===== config.mk =====
export PLATFORM = sky130hd
export DESIGN_NAME = vga_fb_top
export DESIGN_NICKNAME = d
export VERILOG_FILES = /design/src/logic/vga_fb_pkg.sv /design/src/logic/vga_sync.sv /design/src/logic/fb_pixel_stream.sv /design/src/logic/fb_mem.sv /design/src/logic/stream_fifo.sv /design/src/logic/vga_out.sv /design/src/logic/vga_fb_top.sv
export VERILOG_INCLUDE_DIRS = /design/src /design/src/logic
export SDC_FILE = /design/constraint.sdc
export NUM_CORES = 2
export LEC_CHECK = 0
export BUFFER_PORTS_ARGS = -buffer_cell sky130_fd_sc_hd__buf_2
export CAP_MARGIN = 25
export CORE_MARGIN = 2
export CORE_UTILIZATION = 40
export DETAILED_ROUTE_END_ITERATION = 16
export RECOVER_POWER = 25
export SYNTH_ARGS = -nofsm -noshare
export SYNTH_HDL_FRONTEND = slang
export SYNTH_SLANG_ARGS = --single-unit

===== constraint.sdc =====
create_clock -name clk -period 9.4 [get_ports clk]
set_input_delay 1.41 -clock clk [delete_from_list [all_inputs] [get_ports clk]]
set_output_delay 1.41 -clock clk [all_outputs]
set_load 0.03 [all_outputs]

===== src/logic/vga_fb_config.svh =====
`ifndef VGA_FB_CONFIG_SVH
`define VGA_FB_CONFIG_SVH

// horizontal raster, in pixel positions
`define VGA_FB_H_VISIBLE 16
`define VGA_FB_H_FRONT 2
`define VGA_FB_H_SYNC 3
`define VGA_FB_H_BACK 3
`define VGA_FB_H_TOTAL 24

// vertical raster, in lines
`define VGA_FB_V_VISIBLE 8
`define VGA_FB_V_FRONT 1
`define VGA_FB_V_SYNC 2
`define VGA_FB_V_BACK 1
`define VGA_FB_V_TOTAL 12

// pixel width, split evenly over red, green and blue
`define VGA_FB_PIXEL_BITS 12
// clk cycles per pixel tick
`define VGA_FB_PIXEL_DIV 2

// scan word buffer
`define VGA_FB_FIFO_DEPTH 8
// free entries needed before the producer may step
`define VGA_FB_FIFO_SLACK 3

`endif


===== src/logic/vga_fb_pkg.sv =====
`include "vga_fb_config.svh"

package vga_fb_pkg;

  // one colour channel
  localparam int COLOR_BITS = `VGA_FB_PIXEL_BITS / 3;
  // frame buffer covers the visible area only
  localparam int FB_WORDS = `VGA_FB_H_VISIBLE * `VGA_FB_V_VISIBLE;
  localparam int FB_ADDR_BITS = $clog2(FB_WORDS);
  // coordinates span the whole raster including blanking
  localparam int COL_BITS = $clog2(`VGA_FB_H_TOTAL);
  localparam int ROW_BITS = $clog2(`VGA_FB_V_TOTAL);

  typedef logic [COLOR_BITS-1:0] color_t;

  typedef struct packed {
    color_t red;
    color_t grn;
    color_t blu;
  } pixel_t;

  typedef logic [FB_ADDR_BITS-1:0] fb_addr_t;
  typedef logic [COL_BITS-1:0] col_t;
  typedef logic [ROW_BITS-1:0] row_t;

  // one raster position, sync bits are electrical levels (active low)
  typedef struct packed {
    pixel_t pixel;
    logic   visible;
    logic   hsync;
    logic   vsync;
  } scan_word_t;

  typedef struct packed {
    fb_addr_t addr;
    pixel_t   data;
  } fb_wr_t;

endpackage


===== src/logic/vga_sync.sv =====
`timescale 1ns/1ps
`include "vga_fb_config.svh"

module vga_sync (
  input  logic              clk,
  input  logic              reset,
  input  logic              step,
  output vga_fb_pkg::col_t  column,
  output vga_fb_pkg::row_t  row,
  output logic              visible,
  output logic              hsync,
  output logic              vsync
);
  import vga_fb_pkg::*;

  // sync pulse windows, first and one past last position
  localparam col_t H_SYNC_START = col_t'(`VGA_FB_H_VISIBLE + `VGA_FB_H_FRONT);
  localparam col_t H_SYNC_END = col_t'(`VGA_FB_H_VISIBLE + `VGA_FB_H_FRONT + `VGA_FB_H_SYNC);
  localparam row_t V_SYNC_START = row_t'(`VGA_FB_V_VISIBLE + `VGA_FB_V_FRONT);
  localparam row_t V_SYNC_END = row_t'(`VGA_FB_V_VISIBLE + `VGA_FB_V_FRONT + `VGA_FB_V_SYNC);
  localparam col_t H_LAST = col_t'(`VGA_FB_H_TOTAL - 1);
  localparam row_t V_LAST = row_t'(`VGA_FB_V_TOTAL - 1);
  localparam col_t H_VIS = col_t'(`VGA_FB_H_VISIBLE);
  localparam row_t V_VIS = row_t'(`VGA_FB_V_VISIBLE);

  col_t col_next;
  row_t row_next;

  // next position, wraps at end of line and end of frame
  always_comb begin
    col_next = column + 1'b1;
    row_next = row;
    if (column == H_LAST) begin
      col_next = '0;
      if (row == V_LAST) begin
        row_next = '0;
      end else begin
        row_next = row + 1'b1;
      end
    end
  end

  // levels are decoded from the next position so they line up with it
  always_ff @(posedge clk) begin
    if (reset) begin
      column  <= '0;
      row     <= '0;
      visible <= 1'b1;
      hsync   <= 1'b1;
      vsync   <= 1'b1;
    end else if (step) begin
      column  <= col_next;
      row     <= row_next;
      visible <= (col_next < H_VIS) && (row_next < V_VIS);
      // active low inside the pulse window
      hsync   <= !((col_next >= H_SYNC_START) && (col_next < H_SYNC_END));
      vsync   <= !((row_next >= V_SYNC_START) && (row_next < V_SYNC_END));
    end
  end

  // column must never leave the line
  column_in_line: assert property (
    @(posedge clk) disable iff (reset) int'(column) < `VGA_FB_H_TOTAL
  );

endmodule


===== src/logic/fb_pixel_stream.sv =====
`timescale 1ns/1ps
`include "vga_fb_config.svh"

module fb_pixel_stream (
  input  logic                    clk,
  input  logic                    reset,
  input  logic                    run,
  input  logic                    room,
  output vga_fb_pkg::fb_addr_t    araddr,
  output logic                    arvalid,
  input  logic                    arready,
  input  vga_fb_pkg::pixel_t      rdata,
  input  logic                    rvalid,
  output logic                    rready,
  output logic                    push,
  output vga_fb_pkg::scan_word_t  push_word
);
  import vga_fb_pkg::*;

  typedef enum logic {
    IDLE,
    READING
  } state_t;

  // raster walker, shows the position that the next step consumes
  col_t       col;
  row_t       row;
  logic       visible;
  logic       hsync;
  logic       vsync;
  logic       step;
  fb_addr_t   addr_calc;

  // stage p1, one position with its frame buffer address
  logic       p1_valid;
  scan_word_t p1_pos;
  fb_addr_t   p1_addr;

  // stage 2, either a blank push or one outstanding read
  state_t     state;
  scan_word_t hold_word;
  logic       blank_push;

  logic       read_accepted;
  logic       read_done;
  logic       stage2_free;
  logic       p1_advance;
  logic       issue_read;

  vga_sync u_vga_sync (
    .clk     (clk),
    .reset   (reset),
    .step    (step),
    .column  (col),
    .row     (row),
    .visible (visible),
    .hsync   (hsync),
    .vsync   (vsync)
  );

  // row major address, blank positions give a don't care value
  assign addr_calc = fb_addr_t'(int'(row) * `VGA_FB_H_VISIBLE + int'(col));

  assign read_accepted = arvalid && arready;
  assign read_done = (state == READING) && rvalid && rready;
  // stage 2 frees up in the same cycle its read returns
  assign stage2_free = (state == IDLE) || read_done;
  assign p1_advance = p1_valid && stage2_free;
  assign issue_read = p1_advance && p1_pos.visible;
  // step only when the fifo has room for everything in flight
  assign step = run && room && (!p1_valid || p1_advance);

  always_ff @(posedge clk) begin
    if (reset) begin
      p1_valid <= 1'b0;
    end else if (step) begin
      p1_valid <= 1'b1;
    end else if (p1_advance) begin
      p1_valid <= 1'b0;
    end
  end

  always_ff @(posedge clk) begin
    if (step) begin
      p1_pos  <= '{pixel: '0, visible: visible, hsync: hsync, vsync: vsync};
      p1_addr <= addr_calc;
    end
  end

  // idle/reading state, a new read can start as the old one returns
  always_ff @(posedge clk) begin
    if (reset) begin
      state <= IDLE;
    end else if (issue_read) begin
      state <= READING;
    end else if (read_done) begin
      state <= IDLE;
    end
  end

  // read address channel, held until accepted
  always_ff @(posedge clk) begin
    if (reset) begin
      arvalid <= 1'b0;
    end else if (issue_read) begin
      arvalid <= 1'b1;
    end else if (read_accepted) begin
      arvalid <= 1'b0;
    end
  end

  always_ff @(posedge clk) begin
    if (issue_read) begin
      araddr <= p1_addr;
    end
  end

  // data channel always ready once out of reset
  always_ff @(posedge clk) begin
    if (reset) begin
      rready <= 1'b0;
    end else begin
      rready <= 1'b1;
    end
  end

  // blank positions go out one cycle after leaving p1
  always_ff @(posedge clk) begin
    if (reset) begin
      blank_push <= 1'b0;
    end else begin
      blank_push <= p1_advance && !p1_pos.visible;
    end
  end

  // sync bits of the position in stage 2
  always_ff @(posedge clk) begin
    if (p1_advance) begin
      hold_word <= p1_pos;
    end
  end

  // returned pixel joins its held sync bits
  always_comb begin
    push_word = hold_word;
    if (read_done) begin
      push_word.pixel = rdata;
    end
  end

  assign push = blank_push || read_done;

  araddr_stable: assert property (
    @(posedge clk) disable iff (reset)
    arvalid && !arready |=> arvalid && $stable(araddr)
  );

  rvalid_after_accept: assert property (
    @(posedge clk) disable iff (reset)
    rvalid |-> $past(read_accepted) || $past(rvalid && !rready)
  );

endmodule


===== src/logic/fb_mem.sv =====
`timescale 1ns/1ps

module fb_mem (
  input  logic                  clk,
  input  logic                  reset,
  input  logic                  wr,
  input  vga_fb_pkg::fb_wr_t    wr_req,
  input  vga_fb_pkg::fb_addr_t  araddr,
  input  logic                  arvalid,
  output logic                  arready,
  output vga_fb_pkg::pixel_t    rdata,
  output logic                  rvalid,
  input  logic                  rready
);
  import vga_fb_pkg::*;

  // one pixel per visible position
  pixel_t mem [FB_WORDS];

  logic read_accepted;

  // write strobe takes effect at the end of its cycle
  always_ff @(posedge clk) begin
    if (wr) begin
      mem[wr_req.addr] <= wr_req.data;
    end
  end

  // only one read can be pending at a time
  assign arready = !rvalid;
  assign read_accepted = arvalid && arready;

  // registered read, data lands the cycle after acceptance
  always_ff @(posedge clk) begin
    if (read_accepted) begin
      rdata <= mem[araddr];
    end
  end

  // rvalid held until the master takes the data
  always_ff @(posedge clk) begin
    if (reset) begin
      rvalid <= 1'b0;
    end else if (read_accepted) begin
      rvalid <= 1'b1;
    end else if (rready) begin
      rvalid <= 1'b0;
    end
  end

endmodule


===== src/logic/stream_fifo.sv =====
`timescale 1ns/1ps

module stream_fifo #(
  parameter type T = logic [7:0],
  parameter int DEPTH = 8,
  parameter int SLACK = 1
) (
  input  logic                         clk,
  input  logic                         reset,
  input  logic                         push,
  input  T                             wr_item,
  input  logic                         pop,
  output T                             rd_item,
  output logic                         room,
  output logic [$clog2(DEPTH+1)-1:0]   count,
  output logic                         underflow
);
  localparam int PTR_BITS = (DEPTH > 1) ? $clog2(DEPTH) : 1;

  typedef logic [PTR_BITS-1:0] ptr_t;
  typedef logic [$clog2(DEPTH+1)-1:0] cnt_t;

  localparam ptr_t LAST_PTR = ptr_t'(DEPTH - 1);
  // room means at least SLACK entries free
  localparam cnt_t ROOM_LEVEL = cnt_t'(DEPTH - SLACK);

  T     mem [DEPTH];
  ptr_t wr_ptr;
  ptr_t rd_ptr;
  logic full;
  logic empty;
  logic do_push;
  logic do_pop;

  assign full = (count == cnt_t'(DEPTH));
  assign empty = (count == '0);
  // push into a full fifo is dropped, pop from empty does nothing
  assign do_push = push && !full;
  assign do_pop = pop && !empty;

  assign rd_item = mem[rd_ptr];
  assign room = (count <= ROOM_LEVEL);

  always_ff @(posedge clk) begin
    if (do_push) begin
      mem[wr_ptr] <= wr_item;
    end
  end

  // circular pointers, count follows net push minus pop
  always_ff @(posedge clk) begin
    if (reset) begin
      wr_ptr    <= '0;
      rd_ptr    <= '0;
      count     <= '0;
      underflow <= 1'b0;
    end else begin
      if (do_push) begin
        wr_ptr <= (wr_ptr == LAST_PTR) ? '0 : wr_ptr + 1'b1;
      end
      if (do_pop) begin
        rd_ptr <= (rd_ptr == LAST_PTR) ? '0 : rd_ptr + 1'b1;
      end
      if (do_push && !do_pop) begin
        count <= count + 1'b1;
      end else if (do_pop && !do_push) begin
        count <= count - 1'b1;
      end
      // sticky until reset
      if (pop && empty) begin
        underflow <= 1'b1;
      end
    end
  end

  // producer slack must keep the fifo from ever filling past depth
  no_push_when_full: assert property (@(posedge clk) disable iff (reset) full |-> !push);

  no_pop_when_empty: assert property (@(posedge clk) disable iff (reset) empty |-> !pop);

endmodule


===== src/logic/vga_out.sv =====
`timescale 1ns/1ps
`include "vga_fb_config.svh"

module vga_out (
  input  logic                                      clk,
  input  logic                                      reset,
  input  logic                                      run,
  input  logic [$clog2(`VGA_FB_FIFO_DEPTH+1)-1:0]   count,
  output logic                                      pop,
  input  vga_fb_pkg::scan_word_t                    head,
  output vga_fb_pkg::color_t                        red,
  output vga_fb_pkg::color_t                        grn,
  output vga_fb_pkg::color_t                        blu,
  output logic                                      hsync,
  output logic                                      vsync,
  output logic                                      pixel_valid
);
  localparam int DIV_BITS = (`VGA_FB_PIXEL_DIV > 1) ? $clog2(`VGA_FB_PIXEL_DIV) : 1;
  localparam logic [DIV_BITS-1:0] DIV_LAST = DIV_BITS'(`VGA_FB_PIXEL_DIV - 1);
  // start popping once half the fifo is filled
  localparam logic [$bits(count)-1:0] PRIME_LEVEL = $bits(count)'(`VGA_FB_FIFO_DEPTH / 2);

  logic [DIV_BITS-1:0] div_cnt;
  logic                tick;
  logic                primed;

  // free running pixel divider
  assign tick = (div_cnt == DIV_LAST);

  always_ff @(posedge clk) begin
    if (reset) begin
      div_cnt <= '0;
    end else begin
      div_cnt <= tick ? '0 : div_cnt + 1'b1;
    end
  end

  // once primed it stays primed
  always_ff @(posedge clk) begin
    if (reset) begin
      primed <= 1'b0;
    end else if (run && (count >= PRIME_LEVEL)) begin
      primed <= 1'b1;
    end
  end

  assign pop = primed && tick;

  // outputs follow each pop by one cycle, colour blanked outside the visible area
  always_ff @(posedge clk) begin
    if (reset) begin
      red         <= '0;
      grn         <= '0;
      blu         <= '0;
      hsync       <= 1'b1;
      vsync       <= 1'b1;
      pixel_valid <= 1'b0;
    end else begin
      pixel_valid <= pop;
      if (pop) begin
        red   <= head.visible ? head.pixel.red : '0;
        grn   <= head.visible ? head.pixel.grn : '0;
        blu   <= head.visible ? head.pixel.blu : '0;
        hsync <= head.hsync;
        vsync <= head.vsync;
      end
    end
  end

endmodule


===== src/logic/vga_fb_top.sv =====
`timescale 1ns/1ps
`include "vga_fb_config.svh"

module vga_fb_top (
  input  logic                clk,
  input  logic                reset,
  input  logic                run,
  input  logic                fb_wr,
  input  vga_fb_pkg::fb_wr_t  fb_wr_req,
  output vga_fb_pkg::color_t  red,
  output vga_fb_pkg::color_t  grn,
  output vga_fb_pkg::color_t  blu,
  output logic                hsync,
  output logic                vsync,
  output logic                pixel_valid,
  output logic                underflow
);
  import vga_fb_pkg::*;

  // frame buffer read channel
  fb_addr_t   araddr;
  logic       arvalid;
  logic       arready;
  pixel_t     rdata;
  logic       rvalid;
  logic       rready;

  // scan word stream into and out of the fifo
  logic       push;
  scan_word_t push_word;
  logic       pop;
  scan_word_t head;
  logic       room;
  logic [$clog2(`VGA_FB_FIFO_DEPTH+1)-1:0] fifo_count;

  fb_pixel_stream u_pixel_stream (
    .clk       (clk),
    .reset     (reset),
    .run       (run),
    .room      (room),
    .araddr    (araddr),
    .arvalid   (arvalid),
    .arready   (arready),
    .rdata     (rdata),
    .rvalid    (rvalid),
    .rready    (rready),
    .push      (push),
    .push_word (push_word)
  );

  fb_mem u_fb_mem (
    .clk     (clk),
    .reset   (reset),
    .wr      (fb_wr),
    .wr_req  (fb_wr_req),
    .araddr  (araddr),
    .arvalid (arvalid),
    .arready (arready),
    .rdata   (rdata),
    .rvalid  (rvalid),
    .rready  (rready)
  );

  stream_fifo #(
    .T     (scan_word_t),
    .DEPTH (`VGA_FB_FIFO_DEPTH),
    .SLACK (`VGA_FB_FIFO_SLACK)
  ) u_fifo (
    .clk       (clk),
    .reset     (reset),
    .push      (push),
    .wr_item   (push_word),
    .pop       (pop),
    .rd_item   (head),
    .room      (room),
    .count     (fifo_count),
    .underflow (underflow)
  );

  vga_out u_vga_out (
    .clk         (clk),
    .reset       (reset),
    .run         (run),
    .count       (fifo_count),
    .pop         (pop),
    .head        (head),
    .red         (red),
    .grn         (grn),
    .blu         (blu),
    .hsync       (hsync),
    .vsync       (vsync),
    .pixel_valid (pixel_valid)
  );

endmodule


==> reports/summary.txt <==
Max clock buf depth = 3
Sw Ratio = 21.3%
Final Net Count = 3,085
Fraction of layout cells with a size suffix above 1 = 31.7%
Synth top area share = 76.2%
Root Driver = clkbuf_16
Comb pwr share = 4.6%
Top_reg_cell synth = edfxtp_1
Startpoint types = input pin
First drt pass iteration count = 7
Synthesized area = 0.0665 mm2
Sw Pwr = 3410 uW
Dominant cells by area after synthesis = edfxtp_1, mux4_2, dfxtp_1, nor2_1, clkbuf_1
Max-slew headroom = -197%
Overall power = 16,000 uW
Class of the worst hold path = reg -> reg
# hold bufs at CTS = 0
Yosys warns = 0
P_int = 12,600 uW
Failing checks = capacitance limit, slew limit
Post-synth EDFFs = 1,688
Grt peak-use layer = met2
First-pass GRT wire length = 226 mm
Final worst-path cycle share = 52.9%
Largest net degree at the start of global routing = 124
Setup TNS = 0 ns
Crit path max-delay family = buffers and inverters
Area growth, synth to finish = 14.5%
Net Count, Synth = 2,847
Met2 usage = 29.7%
Grt ovf = 0
WS Path Type = in -> reg
Synth cell types = 45
Flops & latches, synth = 1,737
Max Slew Vio Count = 742
Number of core rows = 149
Total core area = 0.165 mm2
Cells after synthesis = 2,812
Clk_lat worst skew = 0.82 ns
Post CTS Setup Buffer Count = 0
H-tree levels = 4
CTS tree = done
M3 GR Usage = 3.40%
Top cells by count, synth = edfxtp_1, mux4_2, nor2_1, clkbuf_1, dfxtp_1
Post-route ant nets = 0
Skew final = 0.0475 ns
Power Density = 210 mW/mm2
Die area = 0.170 mm2
RD Place Congestion = 0.805
Post-place instance area = 0.0701 mm2
Critical path buffers and inverters = 2
Crit path capture type = flop
Max-Cap Viols = 13
Residual DRC = 0
Total I/O pin count = 39
Num Clock Sinks = 1,737
Outcome = finished with violations
Clock-pin slew on the worst setup and hold paths = 0.06 ns
Cell area after layout = 0.0762 mm2
Number of global-route vias before repair = 30,800
Max incr delay on CP = 3.04 ns
Arr. time, crit path = 5.48 ns
Initial Utilization = 40.3%
IR drop worst, VDD = 0.000168 V
WL per Instance = 29.2 um
Final WL = 157 mm
Max FO, Critical Path = 77
Initial antenna violation count = 15
Worst path required time = 9.91 ns
Die span in x = 412 um
Chip Height = 412 um
Grt met1 use = 26.5%
Cell with the most instances after synthesis = edfxtp_1
Final setup fails = 0
Pre-CTS setup slack = 4.82 ns
Sequential cell area fraction in the yosys report = 77.7%
Seq pwr share = 53.5%
Mean Syn Cell Area = 23.7 um2
CTS resizes = 0
Slowest-stage cell, CP = clkbuf_1
RSZ-0062 raised after global routing = no
Worst-margin pin slew = 4.45 ns
Tot GR Track Use = 18.6%
Vias/cell = 5.69
Cell taking the most area after synthesis = edfxtp_1
HPWL after DPL = 95.5 mm
Highest Clock Rate = 0.201 GHz
Asr flop ratio synth = 0%
Post-layout min period = 4.97 ns
Hold Fails Final Rpt = 0
Leak = 0.0233 uW
Port bufs = 38
Worst setup margin = 4.43 ns
Via Count = 30,700
Clk pwr share = 41.9%
TritonCTS Buffers = 173
Initial drt markers = 3,523
CP cell instances = clkbuf_1, buf_4
## logic make-up after synthesis
family                     share of synthesized area, %
DFF                                                77.7
muxes                                              18.6
and+or+nand+nor                                    1.83
buffers and inverters                              1.02
AOI/OAI and AO/OA                                 0.546
adders and majority gates                         0.237
xor gates and xnor gates                         0.0922
## metal layers
metal,wire [um],vias to the layer above
li1,-,12500
met1,64900,16700
met2,77600,1266
met3,11800,190
met4,3050,4
met5,21,-
## layout by cell type (no fill, tap or decap), drive strengths merged, types with 10 or more instances in the layout
cell,netlist,final
and2,12,12
mux4,534,534
inv,9,16
nand3,15,15
bufinv,0,12
a22oi,12,12
nor2,167,167
clkinv,0,78
o21ai,10,10
a21oi,21,21
buf,65,194
dfxtp,49,49
ha,11,11
nor3,10,10
mux2,24,24
nand2,35,35
clkbuf,82,227
edfxtp,1688,1688
## cell type report
| type | instances | area (um2) |
|---|---|---|
| Multi-Input combinational cell | 919 | 14300 |
| Sequential cell | 1737 | 51700 |
| Antenna cell | 5 | 12.5 |
| Clock buffer | 211 | 4530 |
| Clock inverter | 105 | 992 |
| Tap cell | 2189 | 2740 |
| Inverter | 9 | 33.8 |
| Fill cell | 13400 | 88800 |
| Timing Repair Buffer | 210 | 1910 |
## stage by stage
| step | hold slack (ns) | utilization [%] | cells |
|---|---|---|---|
| 3_3_place_gp | 0.407 | 42.0 | 4939 |
| 6_report | 0.419 | 46.2 | 5385 |
| 5_1_grt | 0.425 | 46.2 | 5381 |
| 3_5_place_dp | 0.409 | 42.5 | 5015 |
| 4_1_cts | 0.422 | 45.9 | 5331 |
| 2_1_floorplan | 0.400 | - | 2812 |
## state kept, by name, summed over array words and instances (netlist names), 4 cells and up, named ones only
register / flops
u_pixel_stream.u_vga_sync.column: 5
u_vga_out.grn: 4
u_vga_out.red: 4
u_pixel_stream.araddr: 7
u_fb_mem.mem: 1536
u_fifo.mem: 120
u_fb_mem.rdata: 12
u_pixel_stream.p1_addr: 7
u_fifo.count: 4
u_vga_out.blu: 4
u_pixel_stream.u_vga_sync.row: 4
## power groups by stage
| stage | Combinational, uW | Sequential [uW] | Clock [uW] |
|---|---|---|---|
| 2_1_floorplan | 408 | 8700 | 0 |
| 3_3_place_gp | 734 | 8720 | 0 |
| 3_5_place_dp | 751 | 8720 | 0 |
| 4_1_cts | 753 | 8550 | 6820 |
| 5_1_grt | 782 | 8560 | 7140 |
| 6_report | 744 | 8560 | 6710 |
## worst paths after layout
check                                                          from                            endpoint  slack, ns  depth (start not counted)
worst min register to register  u_pixel_stream.p1_addr[4]$_DFFE_PP_  u_pixel_stream.araddr[4]$_DFFE_PP_       0.42                          0
worst max-delay path                                  fb_wr_req[11]      u_fb_mem.mem[52][11]$_DFFE_PP_       4.43                          2
worst min-delay path            u_pixel_stream.p1_addr[4]$_DFFE_PP_  u_pixel_stream.araddr[4]$_DFFE_PP_       0.42                          0
worst max register to register   u_pixel_stream.araddr[2]$_DFFE_PP_         u_fb_mem.rdata[6]$_DFFE_PP_       4.83                          6
Power figures use the tool's default switching activity.
